File: src/verilog/maria_consts.svh
//////////////////////////////////////////////////
// Display-list DMA constants
// Bus widths, slot lengths and list-end masks
//////////////////////////////////////////////////

`ifndef MARIA_CONSTS_SVH
`define MARIA_CONSTS_SVH

// Bus and field widths
`define MARIA_ADDR_W 16
`define MARIA_OFFSET_W 4 // Zone offset, added to high address byte
`define MARIA_WIDTH_W 5
`define MARIA_PAL_W 3

// Read slot lengths in clk_sys cycles
`define MARIA_RAM_SLOT 2 // DLL and header bytes
`define MARIA_ROM_SLOT 3 // Graphics bytes

// Header byte 1 ANDed with this is zero at end of list
`define MARIA_END_MASK 8'h5F

`define MARIA_NMI_CYCLES 4 // Low time of nmi_n per DLI

`endif
File: src/verilog/maria_list_pkg.sv
//////////////////////////////////////////////////
// Display-list byte layouts
// DLL entry byte 0 and header byte views
//////////////////////////////////////////////////

`include "maria_consts.svh"

package maria_list_pkg;

	// DLL entry byte 0, bytes 1 and 2 hold the list address
	typedef struct packed {
		logic                         dli;     // Raise DLI at zone end
		logic                         holey16; // 4K holes on A12
		logic                         holey8;  // 2K holes on A11
		logic                         spare;
		logic [`MARIA_OFFSET_W-1:0]   offset;  // Lines left in zone
	} dll_byte0_t;

	// Palette and width view
	typedef struct packed {
		logic [`MARIA_PAL_W-1:0]      pal;
		logic [`MARIA_WIDTH_W-1:0]    width;   // Bytes fetched is 32 - width
	} hdr_pw_t;

	// Mode view, only when width is zero and the long marker is set
	typedef struct packed {
		logic                         wm;       // Write mode
		logic                         long_hdr; // Five-byte header marker
		logic                         indirect; // Ignored here
		logic [4:0]                   zero;
	} hdr_mode_t;

	// Header byte 1 is one of the two depending on its own bits
	typedef union packed {
		hdr_pw_t   pw;
		hdr_mode_t mode;
	} hdr_byte_u;

endpackage

File: src/verilog/dma_seq_pkg.sv
//////////////////////////////////////////////////
// DMA sequencer step and request kinds
//////////////////////////////////////////////////

package dma_seq_pkg;

	// One step per byte read, graphics shares one step
	typedef enum logic [3:0] {
		step_idle,
		step_dll0, // Flags and offset
		step_dll1, // List address high
		step_dll2, // List address low
		step_hdr0, // Graphics address low
		step_hdr1, // Palette/width or mode
		step_hdr2, // Graphics address high
		step_hdr3, // Palette/width of long header
		step_hdr4, // Horizontal position
		step_gfx
	} dma_step_e;

	// Zone fetch after vblank, line fetch on hblank
	typedef enum logic [0:0] {
		kind_zone,
		kind_line
	} dma_kind_e;

endpackage

File: src/verilog/maria_dma.sv
//////////////////////////////////////////////////
// Display-list DMA engine top level
// Start control, sequencer, pointers, line output
//////////////////////////////////////////////////

`timescale 1ns/1ps
`include "maria_consts.svh"

module maria_dma (
	input  logic                     clk_sys,
	input  logic                     HALTRST,
	input  logic                     vbe,     // Vblank end pulse
	input  logic                     hbs,     // Hblank start pulse
	input  logic                     vblank,
	input  logic                     dma_en,
	input  logic [`MARIA_ADDR_W-1:0] zp,      // DLL base
	input  logic [7:0]               d_in,
	output logic                     halt,
	output logic [`MARIA_ADDR_W-1:0] ab,
	output logic                     aben,
	output logic [7:0]               lr_data,
	output logic                     latch_byte,
	output logic                     latch_hpos,
	output logic [`MARIA_PAL_W-1:0]  pal,
	output logic                     wm,
	output logic                     nmi_n
);

	dma_seq_pkg::dma_kind_e kind;
	dma_seq_pkg::dma_step_e step;
	logic                   start;
	logic                   dma_done;
	logic                   sample;
	logic                   next_byte;
	logic                   pal_load;
	logic                   wm_load;
	logic                   hpos_load;
	logic                   gfx_load;
	logic                   dli_fire;
	logic                   offset_zero;
	logic                   width_last;
	logic                   in_hole;
	logic                   dli_flag;

	halt_ctrl u_halt_ctrl (
		.clk_sys  (clk_sys),
		.HALTRST  (HALTRST),
		.vbe      (vbe),
		.hbs      (hbs),
		.vblank   (vblank),
		.dma_en   (dma_en),
		.dma_done (dma_done),
		.start    (start),
		.kind     (kind),
		.halt     (halt)
	);

	dma_sequencer u_dma_sequencer (
		.clk_sys     (clk_sys),
		.HALTRST     (HALTRST),
		.start       (start),
		.kind        (kind),
		.d_in        (d_in),
		.offset_zero (offset_zero),
		.width_last  (width_last),
		.in_hole     (in_hole),
		.dli_flag    (dli_flag),
		.step        (step),
		.sample      (sample),
		.next_byte   (next_byte),
		.pal_load    (pal_load),
		.wm_load     (wm_load),
		.hpos_load   (hpos_load),
		.gfx_load    (gfx_load),
		.dli_fire    (dli_fire),
		.dma_done    (dma_done)
	);

	pointer_file u_pointer_file (
		.clk_sys     (clk_sys),
		.HALTRST     (HALTRST),
		.zp          (zp),
		.d_in        (d_in),
		.step        (step),
		.sample      (sample),
		.next_byte   (next_byte),
		.start       (start),
		.kind        (kind),
		.ab          (ab),
		.aben        (aben),
		.offset_zero (offset_zero),
		.width_last  (width_last),
		.in_hole     (in_hole),
		.dli_flag    (dli_flag)
	);

	line_out u_line_out (
		.clk_sys    (clk_sys),
		.HALTRST    (HALTRST),
		.d_in       (d_in),
		.sample     (sample),
		.pal_load   (pal_load),
		.wm_load    (wm_load),
		.hpos_load  (hpos_load),
		.gfx_load   (gfx_load),
		.dli_fire   (dli_fire),
		.lr_data    (lr_data),
		.latch_byte (latch_byte),
		.latch_hpos (latch_hpos),
		.wm         (wm),
		.nmi_n      (nmi_n),
		.pal        (pal)
	);

endmodule

File: src/verilog/line_out.sv
//////////////////////////////////////////////////
// Line-RAM output stage
// Registers fetched bytes with their strobes,
// palette and write mode, stretches DLI to nmi_n
//////////////////////////////////////////////////

`timescale 1ns/1ps
`include "maria_consts.svh"

module line_out (
	input  logic                     clk_sys,
	input  logic                     HALTRST,
	input  logic [7:0]               d_in,
	input  logic                     sample,
	input  logic                     pal_load,
	input  logic                     wm_load,
	input  logic                     hpos_load,
	input  logic                     gfx_load,
	input  logic                     dli_fire,
	output logic [7:0]               lr_data,
	output logic                     latch_byte,
	output logic                     latch_hpos,
	output logic                     wm,
	output logic                     nmi_n,
	output logic [`MARIA_PAL_W-1:0]  pal
);

	localparam int NMI_W = $clog2(`MARIA_NMI_CYCLES + 1);

	maria_list_pkg::hdr_byte_u hdr;
	logic [NMI_W-1:0]          nmi_cnt; // Low cycles left

	assign hdr   = d_in;
	assign nmi_n = nmi_cnt == '0;

	// Data for the strobe, every sampled byte
	always_ff @(posedge clk_sys) begin
		if (sample)
			lr_data <= d_in;
	end

	always_ff @(posedge clk_sys) begin
		if (HALTRST) begin
			latch_byte <= 1'b0;
			latch_hpos <= 1'b0;
			pal        <= '0;
			wm         <= 1'b0;
			nmi_cnt    <= '0;
		end else begin
			latch_byte <= sample && gfx_load;
			latch_hpos <= sample && hpos_load;
			if (sample && pal_load)
				pal <= hdr.pw.pal;
			if (sample && wm_load)
				wm <= hdr.mode.wm; // Kept across short headers
			if (dli_fire)
				nmi_cnt <= NMI_W'(`MARIA_NMI_CYCLES);
			else if (nmi_cnt != '0)
				nmi_cnt <= nmi_cnt - 1'b1;
		end
	end

	// Position and graphics never share a slot
	a_one_strobe: assert property (@(posedge clk_sys) disable iff (HALTRST)
		!(hpos_load && gfx_load));

endmodule

File: src/verilog/pointer_file.sv
//////////////////////////////////////////////////
// DMA pointer registers
// Zone, list and graphics pointers, address
// generation and holey-DMA detection
//////////////////////////////////////////////////

`timescale 1ns/1ps
`include "maria_consts.svh"

module pointer_file (
	input  logic                          clk_sys,
	input  logic                          HALTRST,
	input  logic [`MARIA_ADDR_W-1:0]      zp,
	input  logic [7:0]                    d_in,
	input  dma_seq_pkg::dma_step_e        step,
	input  logic                          sample,
	input  logic                          next_byte,
	input  logic                          start,
	input  dma_seq_pkg::dma_kind_e        kind,
	output logic [`MARIA_ADDR_W-1:0]      ab,
	output logic                          aben,
	output logic                          offset_zero,
	output logic                          width_last,
	output logic                          in_hole,
	output logic                          dli_flag
);

	logic [`MARIA_ADDR_W-1:0]   zone_ptr; // Next DLL byte
	logic [`MARIA_ADDR_W-1:0]   dl_base;  // Start of current zone's list
	logic [`MARIA_ADDR_W-1:0]   dl_ptr;   // Next header byte
	logic [`MARIA_ADDR_W-1:0]   gfx_ptr;
	logic [`MARIA_ADDR_W-1:0]   gfx_addr;
	logic [`MARIA_ADDR_W-1:0]   sel_addr;
	logic [`MARIA_OFFSET_W-1:0] offset;
	logic [`MARIA_WIDTH_W-1:0]  width;    // Counts up to all ones
	logic                       holey16;
	logic                       holey8;
	logic                       list_end;

	assign list_end    = (d_in & `MARIA_END_MASK) == 8'h00;
	assign gfx_addr    = gfx_ptr + {offset, 8'h00}; // Offset into high byte
	assign offset_zero = offset == '0;
	assign width_last  = &width;
	assign in_hole     = gfx_addr[15] &&
		((holey16 && gfx_addr[12]) || (holey8 && gfx_addr[11]));

	always_comb begin
		case (step)
			dma_seq_pkg::step_dll0,
			dma_seq_pkg::step_dll1,
			dma_seq_pkg::step_dll2: sel_addr = zone_ptr;
			dma_seq_pkg::step_gfx:  sel_addr = gfx_addr;
			dma_seq_pkg::step_idle: sel_addr = '0; // Quiet bus between slots
			default:                sel_addr = dl_ptr; // Header bytes
		endcase
	end

	always_ff @(posedge clk_sys) begin
		if (HALTRST) begin
			ab       <= '0;
			aben     <= 1'b0;
			zone_ptr <= '0;
			dl_base  <= '0;
			dl_ptr   <= '0;
			gfx_ptr  <= '0;
			offset   <= '0;
			width    <= '0;
			holey16  <= 1'b0;
			holey8   <= 1'b0;
			dli_flag <= 1'b0;
		end else begin
			ab   <= sel_addr; // One cycle behind step
			aben <= (step != dma_seq_pkg::step_idle) && !sample; // Low between slots
			if (start && kind == dma_seq_pkg::kind_zone)
				zone_ptr <= zp;
			else if (start)
				dl_ptr <= dl_base; // Every line rewalks the list
			if (sample) begin
				case (step)
					dma_seq_pkg::step_dll0: begin
						dli_flag <= d_in[7];
						holey16  <= d_in[6];
						holey8   <= d_in[5];
						offset   <= d_in[`MARIA_OFFSET_W-1:0];
						zone_ptr <= zone_ptr + 1'b1;
					end
					dma_seq_pkg::step_dll1: begin
						dl_base[15:8] <= d_in;
						zone_ptr      <= zone_ptr + 1'b1;
					end
					dma_seq_pkg::step_dll2: begin
						dl_base[7:0] <= d_in;
						zone_ptr     <= zone_ptr + 1'b1;
					end
					dma_seq_pkg::step_hdr0: begin
						gfx_ptr[7:0] <= d_in;
						dl_ptr       <= dl_ptr + 1'b1;
					end
					dma_seq_pkg::step_hdr1: begin
						width  <= d_in[`MARIA_WIDTH_W-1:0]; // Long header overwrites later
						dl_ptr <= dl_ptr + 1'b1;
						if (list_end && !offset_zero)
							offset <= offset - 1'b1; // Line done but zone continues
					end
					dma_seq_pkg::step_hdr2: begin
						gfx_ptr[15:8] <= d_in;
						dl_ptr        <= dl_ptr + 1'b1;
					end
					dma_seq_pkg::step_hdr3: begin
						width  <= d_in[`MARIA_WIDTH_W-1:0];
						dl_ptr <= dl_ptr + 1'b1;
					end
					dma_seq_pkg::step_hdr4: dl_ptr <= dl_ptr + 1'b1;
					default: ;
				endcase
			end
			if (next_byte) begin
				gfx_ptr <= gfx_ptr + 1'b1;
				width   <= width + 1'b1;
			end
		end
	end

endmodule

File: src/verilog/dma_sequencer.sv
//////////////////////////////////////////////////
// DMA sequencer
// Walks the DLL entry, the header list and the
// graphics bytes of each object, one slot per byte
//////////////////////////////////////////////////

`timescale 1ns/1ps
`include "maria_consts.svh"

module dma_sequencer (
	input  logic                   clk_sys,
	input  logic                   HALTRST,
	input  logic                   start,
	input  dma_seq_pkg::dma_kind_e kind,
	input  logic [7:0]             d_in,
	input  logic                   offset_zero,
	input  logic                   width_last,
	input  logic                   in_hole,
	input  logic                   dli_flag,
	output dma_seq_pkg::dma_step_e step,
	output logic                   sample,
	output logic                   next_byte,
	output logic                   pal_load,
	output logic                   wm_load,
	output logic                   hpos_load,
	output logic                   gfx_load,
	output logic                   dli_fire,
	output logic                   dma_done
);

	maria_list_pkg::hdr_byte_u hdr;
	dma_seq_pkg::dma_step_e    step_nxt;
	logic [1:0]                cnt;      // Cycle within slot
	logic                      gap;      // Idle cycle between objects
	logic                      long_q;   // Current header is five bytes
	logic                      slot_end;
	logic                      list_end;
	logic                      long_now;
	logic                      obj_end;
	logic                      is_hdr1;

	// Header byte 1 seen both ways
	assign hdr      = d_in;
	assign list_end = (d_in & `MARIA_END_MASK) == 8'h00;
	assign long_now = hdr.mode.long_hdr && (hdr.pw.width == '0);
	assign is_hdr1  = step == dma_seq_pkg::step_hdr1;
	assign obj_end  = in_hole || width_last; // Hole cuts the object short

	// Graphics reads are the slow ones
	assign slot_end = (step == dma_seq_pkg::step_gfx) ?
		(cnt == 2'(`MARIA_ROM_SLOT - 1)) : (cnt == 2'(`MARIA_RAM_SLOT - 1));
	assign sample   = (step != dma_seq_pkg::step_idle) && slot_end;

	always_comb begin
		step_nxt = dma_seq_pkg::step_idle;
		case (step)
			dma_seq_pkg::step_dll0: step_nxt = dma_seq_pkg::step_dll1;
			dma_seq_pkg::step_dll1: step_nxt = dma_seq_pkg::step_dll2;
			dma_seq_pkg::step_hdr0: step_nxt = dma_seq_pkg::step_hdr1;
			dma_seq_pkg::step_hdr1: begin
				if (!list_end)
					step_nxt = dma_seq_pkg::step_hdr2;
				else if (offset_zero)
					step_nxt = dma_seq_pkg::step_dll0; // Zone done, fetch next entry
			end
			dma_seq_pkg::step_hdr2: begin
				step_nxt = long_q ? dma_seq_pkg::step_hdr3 : dma_seq_pkg::step_hdr4;
			end
			dma_seq_pkg::step_hdr3: step_nxt = dma_seq_pkg::step_hdr4;
			dma_seq_pkg::step_hdr4: step_nxt = dma_seq_pkg::step_gfx;
			dma_seq_pkg::step_gfx: begin
				if (!obj_end)
					step_nxt = dma_seq_pkg::step_gfx; // Next byte, new slot
			end
			default: ; // dll2 and idle stop here
		endcase
	end

	always_ff @(posedge clk_sys) begin
		if (HALTRST) begin
			step   <= dma_seq_pkg::step_idle;
			cnt    <= '0;
			gap    <= 1'b0;
			long_q <= 1'b0;
		end else begin
			if (gap) begin
				gap  <= 1'b0;
				step <= dma_seq_pkg::step_hdr0; // Resume the header walk
				cnt  <= '0;
			end else if (start) begin
				step <= (kind == dma_seq_pkg::kind_zone) ?
					dma_seq_pkg::step_dll0 : dma_seq_pkg::step_hdr0;
				cnt  <= '0;
			end else if (sample) begin
				step <= step_nxt;
				cnt  <= '0;
				gap  <= (step == dma_seq_pkg::step_gfx) && obj_end;
			end else if (step != dma_seq_pkg::step_idle) begin
				cnt <= cnt + 2'd1;
			end
			if (sample && is_hdr1)
				long_q <= long_now;
		end
	end

	// Strobes, qualified by sample downstream
	assign next_byte = sample && (step == dma_seq_pkg::step_gfx);
	assign pal_load  = (step == dma_seq_pkg::step_hdr3) ||
		(is_hdr1 && !list_end && !long_now); // Short header carries palette here
	assign wm_load   = is_hdr1 && long_now;
	assign hpos_load = step == dma_seq_pkg::step_hdr4;
	assign gfx_load  = (step == dma_seq_pkg::step_gfx) && !in_hole; // Holes write nothing

	// Old zone's DLI bit, before dll0 reloads it
	assign dli_fire = sample && is_hdr1 && list_end && offset_zero && dli_flag;
	assign dma_done = sample && ((step == dma_seq_pkg::step_dll2) ||
		(is_hdr1 && list_end && !offset_zero));

	// Every slot is at least two cycles long
	a_sample_step: assert property (@(posedge clk_sys) disable iff (HALTRST)
		sample |-> $past(step) != dma_seq_pkg::step_idle);

endmodule

File: src/verilog/halt_ctrl.sv
//////////////////////////////////////////////////
// DMA start control
// Turns blank pulses into zone or line starts
// and holds halt until the sequencer is done
//////////////////////////////////////////////////

`timescale 1ns/1ps

module halt_ctrl (
	input  logic                   clk_sys,
	input  logic                   HALTRST,
	input  logic                   vbe,
	input  logic                   hbs,
	input  logic                   vblank,
	input  logic                   dma_en,
	input  logic                   dma_done,
	output logic                   start,
	output dma_seq_pkg::dma_kind_e kind,
	output logic                   halt
);

	logic vbe_ok;
	logic hbs_ok;

	// Triggers only while enabled and idle
	assign vbe_ok = vbe && dma_en && !halt;
	assign hbs_ok = hbs && !vblank && dma_en && !halt; // No line DMA in vblank

	always_ff @(posedge clk_sys) begin
		if (HALTRST) begin
			start <= 1'b0;
			kind  <= dma_seq_pkg::kind_zone;
			halt  <= 1'b0;
		end else begin
			start <= vbe_ok || hbs_ok;
			if (vbe_ok)
				kind <= dma_seq_pkg::kind_zone; // vbe wins a tie
			else if (hbs_ok)
				kind <= dma_seq_pkg::kind_line;
			if (vbe_ok || hbs_ok)
				halt <= 1'b1;
			else if (dma_done)
				halt <= 1'b0; // Falls one cycle after done
		end
	end

	// Sequencer finishes only inside a halt window it did not just open
	a_done_in_halt: assert property (@(posedge clk_sys) disable iff (HALTRST)
		dma_done |-> (halt && !start));

endmodule

File: config.mk
export PLATFORM = sky130hd
export DESIGN_NAME = maria_dma
export DESIGN_NICKNAME = d
export VERILOG_FILES = /design/src/verilog/maria_list_pkg.sv /design/src/verilog/dma_seq_pkg.sv /design/src/verilog/maria_dma.sv /design/src/verilog/line_out.sv /design/src/verilog/pointer_file.sv /design/src/verilog/dma_sequencer.sv /design/src/verilog/halt_ctrl.sv
export VERILOG_INCLUDE_DIRS = /design/src /design/src/verilog
export SDC_FILE = /design/constraint.sdc
export NUM_CORES = 1
export LEC_CHECK = 0
export BUFFER_PORTS_ARGS = -buffer_cell sky130_fd_sc_hd__buf_4
export CAP_MARGIN = 20
export CORE_UTILIZATION = 50
export DETAILED_ROUTE_END_ITERATION = 8
export PLACE_DENSITY = 0.69
export SETUP_SLACK_MARGIN = 0.4
export SYNTH_ARGS = -nofsm -noshare
export SYNTH_HDL_FRONTEND = slang
export SYNTH_SLANG_ARGS = --single-unit
File: constraint.sdc
create_clock -name clk_sys -period 2.66 [get_ports clk_sys]
set_input_delay 0.266 -clock clk_sys [delete_from_list [all_inputs] [get_ports clk_sys]]
set_output_delay 0.266 -clock clk_sys [all_outputs]
set_load 0.05 [all_outputs]
# --- After elaboration in Yosys (flattened, before gate mapping) ---
# Cells that the tools add are included.
totals:
  inputBits: 30
  out_inout_bits: 33
  word_cells: 155
  ff_bits: 121
op_classes:
  add_sub_neg: 8
  n_reduce_logical: 74
  bitwise: 2
  n_eq_ne: 12
  muxes: 31
ops:
  columns: ["operator", "count"]
  rows:
  - ["16-bit 2-to-1 mux", 9]
  - ["16-bit by 1-bit adder with 16-bit output (second input constant)", 3]
  - ["16-bit one-hot mux with 3 select lines", 1]
  - ["4-bit one-hot mux with 8 select lines", 1]
  - ["1-bit logical AND", 30]
  - ["4-bit 2-to-1 mux", 6]
  - ["16-bit by 12-bit adder with 16-bit output", 1]
  - ["4-bit by 3-bit == test with 1-bit output (second input constant)", 4]
  - ["8-bit 2-to-1 mux", 2]
  - ["2-bit nonzero test", 8]
  - ["5-bit 2-to-1 mux", 3]
  - ["3-bit 2-to-1 mux", 4]
  - ["2-bit AND reduction", 6]
  - ["4-bit by 2-bit == test with 1-bit output (second input constant)", 2]
  - ["4-bit == test (second input constant)", 2]
  - ["4-bit zero test", 2]
  - ["8-bit zero test", 1]
  - ["4-bit one-hot mux with 2 select lines", 1]
  - ["2-bit OR reduction", 4]
  - ["4-bit OR reduction", 2]
  - ["1-bit zero test", 7]
  - ["3-bit nonzero test", 2]
  - ["5-bit by 1-bit adder with 5-bit output (second input constant)", 1]
  - ["5-bit zero test", 1]
  - ["other kinds (16)", 24]

# --- Logic depth before layout (Yosys ltp) ---
# Gate-level depths: netlist of run 1.
depth:
  ltp_word: 10
  ltp_mapped: 9
  depth_no_buf: 8

# --- Cells and area by module ---
# From an unflattened synthesis of run 1, not the netlist that was laid out.
hier_totals:
  cells_unflattened: 747
  area_unflattened_um2: 6339.8
modules_own_cells:
  columns: ["mod", "cells_per_inst", "n_inst", "seq_area_each_um2", "area_per_inst_um2"]
  rows:
  - ["pointer_file", 603, 1, 1861.8, 4912.2]
  - ["dma_sequencer", 84, 1, 160.2, 669.4]
  - ["line_out", 47, 1, 420.4, 640.6]
  - ["halt_ctrl", 13, 1, 60.1, 117.6]

# --- Worst setup path after synthesis of run 1 ---
# No wires, ideal clock.
synth_timing:
  path_kind: "register to register"
  startpoint: "register u_pointer_file.offset[0]"
  endpoint: "register u_dma_sequencer.step[0]"
  required_ns: 2.586
  setup_time_ns: 0.074
  path_stages_with_launch: 9
  n_path_buf: 0
  t_arrival_ns: 2.031
  path_slack_ns: 0.555
  period_less_slack_ns: 2.105
  path_cell_list: "dfxtp_1 > ha_1 > fa_1 > a21o_1 > a21oi_1 > nor3b_1 > o31ai_1 > a21oi_1 > o21ai_0"
synth_via:
  elab_chain_cells: 9
  elab_cells_between_ends: 13
  classes_between: "add/sub: 1; mux: 6; reduce/logical: 6"
synth_lines:
  columns: ["element", "line", "rtl"]
  rows:
  - ["start: declaration", "pointer_file.sv:34", "logic [`MARIA_OFFSET_W-1:0] offset;"]
  - ["start signal: assignment", "pointer_file.sv:84", "offset <= d_in[`MARIA_OFFSET_W-1:0];"]
  - ["start signal: assignment", "pointer_file.sv:103", "offset <= offset - 1'b1;"]
  - ["16-bit by 12-bit adder with 16-bit output", "pointer_file.sv:41", "assign gfx_addr = gfx_ptr + {offset, 8'h00};"]
  - ["1-bit logical AND", "pointer_file.sv:45", "((holey16 && gfx_addr[12]) || (holey8 && gfx_addr[11]));"]
  - ["1-bit logical OR", "pointer_file.sv:45", null]
  - ["1-bit logical AND", "pointer_file.sv:44", "assign in_hole = gfx_addr[15] &&"]
  - ["1-bit logical OR", "dma_sequencer.sv:47", "assign obj_end = in_hole || width_last;"]
  - ["4-bit 2-to-1 mux", "dma_sequencer.sv:72", "if (!obj_end)"]
  - ["4-bit one-hot mux with 8 select lines (*)", "dma_sequencer.sv:56", "case (step)"]
  - ["4-bit 2-to-1 mux (*)", "dma_sequencer.sv:94", "end else if (sample) begin"]
  - ["4-bit 2-to-1 mux (*)", "dma_sequencer.sv:90", "end else if (start) begin"]
  - ["end signal: assignment", "dma_sequencer.sv:88", "step <= dma_seq_pkg::step_hdr0;"]
  - ["end signal: assignment", "dma_sequencer.sv:91", "step <= (kind == dma_seq_pkg::kind_zone) ?"]
  - ["end signal: assignment", "dma_sequencer.sv:95", "step <= step_nxt;"]
  - ["end: declaration", "dma_sequencer.sv:20", "output dma_seq_pkg::dma_step_e step,"]
# Every way passes the cells marked *; elsewhere a longest branch is shown, timed or not. The select of a mux whose other input is x is not followed.
# A chain may end at the register's enable or synchronous reset.

# --- Final worst setup path of run 1 ---
layout_timing:
  startpoint: "register u_pointer_file.offset[1]"
  endpoint: "register u_dma_sequencer.step[3]"
layout_via:
  elab_chain_cells: 9
  elab_cells_between_ends: 10
  classes_between: "add/sub: 1; mux: 4; reduce/logical: 5"
layout_lines:
  columns: ["element", "line"]
  rows:
  - ["16-bit by 12-bit adder with 16-bit output (*)", "pointer_file.sv:41"]
  - ["1-bit logical AND", "pointer_file.sv:45"]
  - ["1-bit logical OR", "pointer_file.sv:45"]
  - ["1-bit logical AND (*)", "pointer_file.sv:44"]
  - ["1-bit logical OR (*)", "dma_sequencer.sv:47"]
  - ["4-bit 2-to-1 mux (*)", "dma_sequencer.sv:72"]
  - ["4-bit one-hot mux with 8 select lines (*)", "dma_sequencer.sv:56"]
  - ["4-bit 2-to-1 mux (*)", "dma_sequencer.sv:94"]
  - ["4-bit 2-to-1 mux (*)", "dma_sequencer.sv:90"]
# Marked as above.

==> results of run 1 <==
-- cell usage in the layout, fill, tap and decap left out, types with 5 or more instances in the layout --
| cell | count |
|---|---|
| nand3_1 | 42 |
| nand4_1 | 6 |
| a31oi_1 | 7 |
| a221oi_1 | 5 |
| nand2b_1 | 10 |
| nor2_1 | 103 |
| buf_4 | 80 |
| and2_1 | 7 |
| nor3b_1 | 10 |
| edfxtp_1 | 8 |
| a311oi_1 | 9 |
| clkinv_2 | 5 |
| xnor2_1 | 8 |
| a22oi_1 | 7 |
| ha_1 | 13 |
| inv_1 | 12 |
| mux2i_1 | 14 |
| o21ai_0 | 39 |
| a21oi_1 | 63 |
| nor2b_1 | 8 |
| nor4_1 | 12 |
| a222oi_1 | 18 |
| a211oi_1 | 10 |
| nor3_1 | 19 |
| clkbuf_16 | 17 |
| nand2_1 | 69 |
| dfxtp_1 | 108 |
| and3_1 | 13 |
-- timing repair --
action,in CTS,in global routing
pin swaps,0,2
resized for setup,7,12
cloned,0,0
endpoints found under the setup margin,42,27
endpoints found under the hold margin,0,0
buffers inserted,0,0
-- report_power, final --
part / leakage [uW] / switching (uW) / internal (uW)
sequential: 0.000988 / 52.9 / 1870
combinational: 0.00144 / 235 / 146
clock: 0.000267 / 796 / 1350
-- state kept, by name (all words and copies together), names as in the netlist, 2 cells and up --
register and count:
u_pointer_file.dl_base 16, u_line_out.lr_data 8, u_dma_sequencer.step 4, u_pointer_file.ab 16, u_pointer_file.width 5, u_line_out.nmi_cnt 3
u_dma_sequencer.cnt 2, u_line_out.pal 3, u_pointer_file.zone_ptr 16, u_pointer_file.dl_ptr 16, u_pointer_file.gfx_ptr 16, u_pointer_file.offset 4
-- worst register-to-register path, stage by stage, from the launching register on --
cell,delay [ps]
dfxtp_1,450
ha_1,280
a211o_1,330
and3_1,220
o221ai_1,330
o31ai_2,160
a21oi_1,160
o21ai_0,80
-- logic make-up (layout without fill, tap and decap cells) --
group                      Yosys count  in the layout
and+or+nand+nor                    325            325
AOI/OAI and AO/OA                  202            202
DFF                                121            121
buffers and inverters               58            125
adders and majority gates           14             14
muxes                               14             14
xor gates and xnor gates            12             12
-- final cells by class --
type | instances | area [um2]
Timing Repair Buffer | 81 | 612
Inverter | 12 | 45.0
Multi-Input combinational cell | 567 | 3440
Fill cell | 1098 | 4670
Tap cell | 147 | 184
Clock buffer | 20 | 437
Sequential cell | 121 | 2510
Clock inverter | 12 | 108
-- path summary, 6_finish.rpt --
kind | cells after the start | slack (ps) | endpoint | from
worst max-delay path | 7 | 540 | u_dma_sequencer.step[3] | u_pointer_file.offset[1]
worst min-delay path | 2 | 30 | u_halt_ctrl.kind | vbe
worst max register to register | 7 | 540 | u_dma_sequencer.step[3] | u_pointer_file.offset[1]
worst min register to register | 2 | 450 | u_pointer_file.dl_base[15] | u_pointer_file.dl_base[15]
-- per-layer routing --
metal | vias to the layer above | part of all wire
met1 | 2870 | 0.43
met5 | - | 0
met4 | 0 | 0.028
met3 | 36 | 0.072
li1 | 2872 | -
met2 | 233 | 0.47
-- through the flow --
step,instances,worst slack [ps],total power [uW]
floorplan,746,555,2200
global placement,928,365,2320
detailed placement,928,265,2340
CTS,960,438,4480
global route,960,412,4600
finish,960,538,4460
==> flow_summary.yaml, run 1 <==
critical_path:
  worstPathMaxFanout: 5
  start_kind: "flip-flop"
  crit_required_ps: 2970
  path_buf_inv: 0
  crit_arrival_ps: 2430
  crit_type: "flip-flop to flip-flop"
  end_kind: "flip-flop"
  cp_cell_sequence: "ha_1, a211o_1, and3_1, o221ai_1, o31ai_2, a21oi_1, o21ai_0"
  cp_slowest_cell: "dfxtp_1"
  cpLargestDelayFamily: "compound AO/OA/AOI/OAI gates"
  cpPeakStageDelay_ps: 450
sta:
  setup_viol: 0
  finalHoldViolCount: 0
  fin_crit_sh: 0.798
  fin_crit_ps: 2120
  grt_setup_unrepaired: "no"
  slew_headroom: 0.382
  hold_slack_ps: 32.9
  maxSlewViolCount: 0
  fmax_mhz: 471
  worst_pin_slew_ps: 926
  skew_ps: 6.73
  setup_tns_ps: 0
clocking:
  clk_pin_slew_ps: 50
  cts-hold-fix-buffers: 0
  clock_path_buffers: 2
  numCtsBuffers: 17
  cts.sinks: 121
  cts_root_buf: "clkbuf_16"
  ctsHtreeMaxLevel: 4
  clk_latency_ps: 420
  cts_tree: "yes"
die:
  initial_core_util: 0.511
  die_width_um: 113
  die_area_um2: 12700
  core-area_um2: 12000
  io_pins: 63
  rows: 40
  die_y_um: 113
layout:
  fin_util: 0.611
  synthToLayoutAreaGrowth_pct: 19.6
  layout.nets: 844
  final_cell_area_um2: 7340
  drive_gt1_frac: 0.170
  num_antenna_cells: 0
grt:
  met2_usage: 0.468
  grt_first_pass_wirelength_mm: 28.7
  grt.overflow.total: 0
  grt.busiest_layer: "met2"
  grtUsageMet1: 0.382
  use_met3: 0.0568
  grt_pass1_vias: 5670
  track_usage: 0.291
  grt_max_degree: 88
  antenna_found_initial: 0
logic_synthesis:
  synth_edf_count: 8
  synth-async-reset-ratio: 0
  synth-compound-area-share: 0.219
  synth_top_family_by_area: "simple AND/OR/NAND/NOR gates"
  syn_area_um2: 6140
  synthXorXnorAreaFrac: 0.0171
  synth_most_common_cell: "dfxtp_1"
  synth_top_flop_cell: "dfxtp_1"
  synthDistinctLibCells: 69
  yosys.area.top_type: "dfxtp_1"
  synth_simple_gate_area_frac: 0.263
  synthTopCellsByArea: "dfxtp_1, nor2_1, a21oi_1"
  ys_ff_latch: 121
  ys.warnings.count: 0
  avgSynthCellArea_um2: 8.23
  yosys.area_share.adder: 0.0298
  ys_seq_area_frac: 0.408
  synth_commonest_cells: "dfxtp_1, nor2_1, nand2_1, a21oi_1, nand3_1"
  synthCells: 746
  synth_nets: 790
  synth_mux_area_frac: 0.0228
  yosysTopAreaCellShare: 0.369
status:
  status: "complete, no violations"
detailed_routing:
  vias: 6011
  viasPerCell: 6.26
  routed_wl_mm: 17.8
  ant_nets: 0
  avgRoutedWirePerCell_um: 18.6
  drt_iter0_markers: 821
  first_pass_iters: 6
  drc_errors: 0
place:
  place_hpwl_mm: 12.3
  portBuffers: 62
  post_dp_cell_area_um2: 6730
  gp_congestion: 0.868
flow_run:
  drv_cap: 0
power_and_ir_drop:
  pwr_density_cell_nw_per_um2: 607
  p_leak_uw: 0.00270
  vdd_drop_max_mv: 0.433
hold_path:
  holdCritPathClass: "input port to flip-flop"
(Power assumes the default switching activity.)
==> run 2, diff against run 1 <==
--- a/config.mk
+++ b/config.mk
@@ -10,7 +10,7 @@
 export CAP_MARGIN = 20
 export CORE_UTILIZATION = 50
 export DETAILED_ROUTE_END_ITERATION = 8
-export PLACE_DENSITY = 0.69
+export PLACE_DENSITY = 0.72
 export SETUP_SLACK_MARGIN = 0.4
 export SYNTH_ARGS = -nofsm -noshare
 export SYNTH_HDL_FRONTEND = slang
==> constraint.sdc (replaced) <==
create_clock -name clk_sys -period 1.88 [get_ports clk_sys]
set_input_delay 0.188 -clock clk_sys [delete_from_list [all_inputs] [get_ports clk_sys]]
set_output_delay 0.188 -clock clk_sys [all_outputs]
set_load 0.05 [all_outputs]
==> run 2 against run 1 <==
Net effect: the run now ends with negative setup slack left; count of clock-buffer cells in the layout rose by 7; combinational power rose to 2.8 times the previous value; highest routed layer unchanged; non-clock buffer count rose by 141; fmax rose by 1.8%; power rose by 58%; clock skew rose by 8.0 ps; critical path depth rose by 2.
==> flow_summary.yaml, run 2 (synthesis results as in run 1) <==
detailed_routing:
  avgRoutedWirePerCell_um: 25.4
  routed.top_layer: "met4"
  met2_wirelength_mm: 13.0
  ant_nets: 0
  first_pass_iters: 6
  met1_length_mm: 10.0
  wl_met3_mm: 3.11
  drc_errors: 0
  drt_iter0_markers: 1160
  routed_wl_mm: 28.1
  viasPerCell: 6.81
  vias: 7541
sta:
  fin_crit_ps: 2080
  hold_slack_ps: 64.0
  setup_ws_ps: -204
  fin_crit_sh: 1.11
  slew_headroom: 0.647
  skew_ps: 14.7
  fmax_mhz: 480
  finalHoldViolCount: 0
  maxSlewViolCount: 0
  worst_pin_slew_ps: 530
  setup_viol: 28
  grt_setup_unrepaired: "yes"
layout:
  drive_gt1_frac: 0.525
  multi_input_area_um2: 4860
  fillers: 570
  num_antenna_cells: 0
  final_cell_mix: "buf_4, dfxtp_1, nor2_1"
  seqCellArea_um2: 2530
  layout.nets: 992
  synthToLayoutAreaGrowth_pct: 68.1
  final_common_cell: "buf_4"
  instances_no_fill: 1108
status:
  status: "finished with violations"
  violations: "negative setup slack"
clocking:
  numCtsBuffers: 17
  clk_pin_slew_ps: 50
  clk_latency_ps: 440
  ctsHtreeMaxLevel: 4
  cts.sinks: 121
  cts_root_buf: "clkbuf_16"
  clock_path_buffers: 2
  cts_tree: "yes"
flow_run:
  drv_cap: 0
grt:
  grt_pass1_vias: 6921
  track_usage: 0.383
  grt_first_pass_wirelength_mm: 37.0
  grt.overflow.total: 0
  grt_max_degree: 46
  antenna_found_initial: 0
critical_path:
  start_kind: "flip-flop"
  regToRegEndpoint: "u_dma_sequencer.step[0]"
  r2r_slack_ps: -200
  worstPathMaxFanout: 4
  end_kind: "flip-flop"
  r2r_cells: 9
  r2r-start: "u_pointer_file.offset[1]"
  crit_required_ps: 2180
  crit_type: "flip-flop to flip-flop"
  crit_arrival_ps: 2380
power_and_ir_drop:
  pwr_density_cell_nw_per_um2: 682
  vdd_drop_max_mv: 0.650
  p_leak_uw: 0.00381
place:
  portBuffers: 62
  place_hpwl_mm: 13.5
  gp_congestion: 0.892
  place_inst: 978
die:
  core-area_um2: 12000
  die_width_um: 113
  rows: 40
  initial_core_util: 0.511
  die_y_um: 113
  die_area_um2: 12700
  io_pins: 63
hold_path:
  hp-start: "zp[6]"
  holdPathStages: 3
  holdCritPathClass: "input port to flip-flop"
  whs_endpoint: "u_pointer_file.zone_ptr[6]"
-- run 2: cell count changes in the layout (fill, tap and decap cells not counted), sizes merged --
cell | previous run | this run
clkinvlp | 1 | 2
nor2 | 106 | 108
bufinv | 2 | 1
clkbuf | 20 | 28
inv | 12 | 13
nand2 | 70 | 74
o21a | 1 | 2
clkinv | 9 | 1
dlygate4sd3 | 0 | 3
buf | 81 | 218
-- run 2: metal layers --
layer | global-route usage | up-vias
met1 | 0.464 | 3642
met3 | 0.104 | 182
met2 | 0.623 | 539
li1 | - | 3178
met5 | 0 | -
met4 | 0.199 | 0
-- run 2: critical path, stage by stage (launching register included) --
cell and delay (ps):
dfxtp_2 350, buf_6 120, fa_2 390, a21o_1 190, a21oi_4 200, and3_4 210, o31ai_2 70, buf_4 160
a21oi_2 160, o21ai_1 100
-- run 2: how the worst max path moves through the flow --
| stage | startpoint | slack (ps) | end | cells after the start |
|---|---|---|---|---|
| floorplan | u_pointer_file.offset[0] | -8 | u_dma_sequencer.step[0] | 8 |
| global placement | u_pointer_file.offset[2] | -80 | u_dma_sequencer.step[0] | 8 |
| detailed placement | u_pointer_file.offset[1] | -170 | u_dma_sequencer.step[0] | 8 |
| CTS | u_pointer_file.offset[0] | -110 | u_dma_sequencer.step[3] | 9 |
| global route | u_pointer_file.gfx_ptr[9] | -280 | u_pointer_file.ab[14] | 9 |
| finish | u_pointer_file.offset[1] | -200 | u_dma_sequencer.step[0] | 9 |
-- run 2: cell type report --
cell class / count / share of cell area
well taps: 147 / 0.0178
repair buffers: 222 / 0.205
inverters: 12 / 0.00437
clock inverters: 5 / 0.00546
flip-flops and latches: 121 / 0.246
multi-input cells: 574 / 0.471
clock buffers: 27 / 0.0508
-- run 2: stage by stage --
step	TNS (ps)	total power [uW]	util	area (um2)	worst slack, ps
floorplan	-24.3	3170	-	6560	-8.27
global placement	-205	3360	0.619	7440	-75.1
detailed placement	-602	3390	0.619	7440	-170
CTS	-425	6790	0.783	9400	-105
global route	-3650	7190	0.859	10300	-276
finish	-2030	7040	0.859	10300	-204
-- run 2: repair_timing --
action / in CTS / in global routing
endpoints found under the hold margin: 3 / 0
hold buffers: 3 / 0
gates resized for setup: 198 / 151
setup endpoints to repair: 114 / 118
gates cloned: 9 / 2
setup buffers: 56 / 28
pin swaps: 80 / 100
-- run 2: where the power goes --
part,internal [uW],switching (uW)
Sequential,2650,84.2
Clock,2030,1200
Combinational,502,565
Total,5190,1850
==> run 3, diff against run 2 <==
--- a/config.mk
+++ b/config.mk
@@ -9,8 +9,9 @@
 export BUFFER_PORTS_ARGS = -buffer_cell sky130_fd_sc_hd__buf_4
 export CAP_MARGIN = 20
 export CORE_UTILIZATION = 50
+export CTS_BUF_LIST = sky130_fd_sc_hd__clkbuf_8
 export DETAILED_ROUTE_END_ITERATION = 8
-export PLACE_DENSITY = 0.72
+export PLACE_DENSITY = 0.69
 export SETUP_SLACK_MARGIN = 0.4
 export SYNTH_ARGS = -nofsm -noshare
 export SYNTH_HDL_FRONTEND = slang
==> constraint.sdc (replaced) <==
create_clock -name clk_sys -period 2.65 [get_ports clk_sys]
set_input_delay 0.265 -clock clk_sys [delete_from_list [all_inputs] [get_ports clk_sys]]
set_output_delay 0.265 -clock clk_sys [all_outputs]
set_load 0.05 [all_outputs]
==> run 3 against run 2 <==
Net effect: the flow now finishes without violations; sequential share of layout area is 10 points higher; register-to-register slack better by 750 ps; clock skew down 4.4 ps; global-route usage is 9.4 points lower; highest routed layer unchanged; combinational power decreased by 64%; first-iteration DRC count fell by 36%; wire length down 37%; design area fell by 30%; count of clock-buffer cells in the layout shrank 8.
==> flow_summary.yaml, run 3 (synthesis results as in run 1) <==
critical_path:
  worstSetupEndpoint: "u_dma_sequencer.step[0]"
  start_kind: "flip-flop"
  crit_arrival_ps: 2440
  cp_slowest_cell: "dfxtp_1"
  regToRegEndpoint: "u_dma_sequencer.step[0]"
  r2r_cells: 7
  cpPeakStageDelay_ps: 440
  r2r_slack_ps: 550
  crit_required_ps: 2990
  cp_cell_sequence: "ha_1, a211o_1, and3_1, o221ai_1, o31ai_2, a21oi_1, o21ai_1"
  crit_type: "flip-flop to flip-flop"
  end_kind: "flip-flop"
  startpoint: "u_pointer_file.offset[1]"
  worstPathMaxFanout: 5
  r2r-start: "u_pointer_file.offset[1]"
sta:
  grt_setup_unrepaired: "no"
  setup_viol: 0
  hold_slack_ps: 54.5
  fin_crit_sh: 0.794
  fmax_mhz: 475
  fin_crit_ps: 2100
  skew_ps: 10.2
  worst_pin_slew_ps: 948
  setup_tns_ps: 0
  setup_ws_ps: 546
  slew_headroom: 0.368
  finalHoldViolCount: 0
  maxSlewViolCount: 0
clocking:
  cts_root_buf: "clkbuf_8"
  clock_path_buffers: 2
  clk_pin_slew_ps: 80
  clk_latency_ps: 460
  ctsHtreeMaxLevel: 4
  numCtsBuffers: 17
  cts_tree: "yes"
  postCtsSetupBuffers: 0
  cts.sinks: 121
detailed_routing:
  routed_wl_mm: 17.7
  drc_errors: 0
  first_pass_iters: 6
  drt_iter0_markers: 743
  ant_nets: 0
  viasPerCell: 6.26
  avgRoutedWirePerCell_um: 18.4
  vias: 6018
layout:
  drive_gt1_frac: 0.176
  synthToLayoutAreaGrowth_pct: 17.1
  layout.nets: 845
  fillers: 1127
  final_common_cell: "dfxtp_1"
  final_cell_area_um2: 7180
  final_cell_mix: "dfxtp_1, nor2_1, buf_4"
  num_antenna_cells: 0
  fin_util: 0.598
die:
  die_y_um: 113
  io_pins: 63
  die_width_um: 113
  rows: 40
  die_area_um2: 12700
  initial_core_util: 0.511
  core-area_um2: 12000
grt:
  grt_max_degree: 88
  track_usage: 0.288
  antenna_found_initial: 0
  grt_first_pass_wirelength_mm: 28.4
  grt_pass1_vias: 5582
  grt.overflow.total: 0
place:
  portBuffers: 62
  place_ws_ps: 237
  post_dp_cell_area_um2: 6730
  gp_congestion: 0.868
  place_hpwl_mm: 12.3
power_and_ir_drop:
  pwr_density_cell_nw_per_um2: 545
  vdd_drop_max_mv: 0.377
  p_leak_uw: 0.00264
hold_path:
  holdCritPathClass: "input port to flip-flop"
flow_run:
  drv_cap: 0
status:
  status: "complete, no violations"
-- run 3: worst min-delay path by stage --
| stage | startpoint | endpoint | slack, ps | cells after the start |
|---|---|---|---|---|
| after floorplan | vbe | u_halt_ctrl.kind | 360 | 1 |
| after global placement | u_pointer_file.dl_base[15] | u_pointer_file.dl_base[15] | 440 | 2 |
| after detailed placement | u_pointer_file.dl_base[15] | u_pointer_file.dl_base[15] | 450 | 2 |
| after CTS | d_in[1] | u_line_out.lr_data[1] | 40 | 1 |
| after global routing | d_in[1] | u_line_out.lr_data[1] | 40 | 1 |
| final | zp[15] | u_pointer_file.zone_ptr[15] | 50 | 3 |
-- run 3: worst max-delay path: cells and delay by family (launching register included) --
| family | cells | cell delay [ps] |
|---|---|---|
| adder cells (fa/ha/maj) | 1 | 270 |
| flip-flops | 1 | 440 |
| AND/OR/NAND/NOR | 1 | 220 |
| AO/OA/AOI/OAI | 5 | 1060 |
-- run 3: layer usage --
metal  global-route usage  share of wire  vias up  wire length, um
met2                0.445           0.46      240             8100
met3               0.0621          0.074       44             1320
li1                     -              -     2859                -
met1                0.383           0.44     2875             7760
met5                    0              0        -                0
met4                0.144          0.030        0              539
-- run 3: through the flow --
step	power, uW	std cells
finish	3910	961
global route	4050	961
CTS	3930	961
detailed placement	2350	928
global placement	2330	928
floorplan	2210	746
-- run 3: power breakdown --
part           switching [uW]  internal, uW  total (uW)
registers                54.4          1880        1930
clock network             738           859        1600
logic                     237           148         385
-- run 3: timing repair --
action / in CTS / in global routing
cloned: 0 / 0
endpoints found under the setup margin: 39 / 28
pin swaps: 0 / 2
resized for setup: 7 / 15
hold buffers: 1 / 0
endpoints found under the hold margin: 1 / 0
-- run 3: layout make-up --
type / count / area, um2 / share of cell area
Multi-Input combinational cell: 567 / 3450 / 0.480
Inverter: 12 / 45.0 / 0.00627
Clock inverter: 13 / 113 / 0.0157
Sequential cell: 121 / 2510 / 0.350
Clock buffer: 19 / 262 / 0.0364
Tap cell: 147 / 184 / 0.0256
Timing Repair Buffer: 82 / 622 / 0.0866
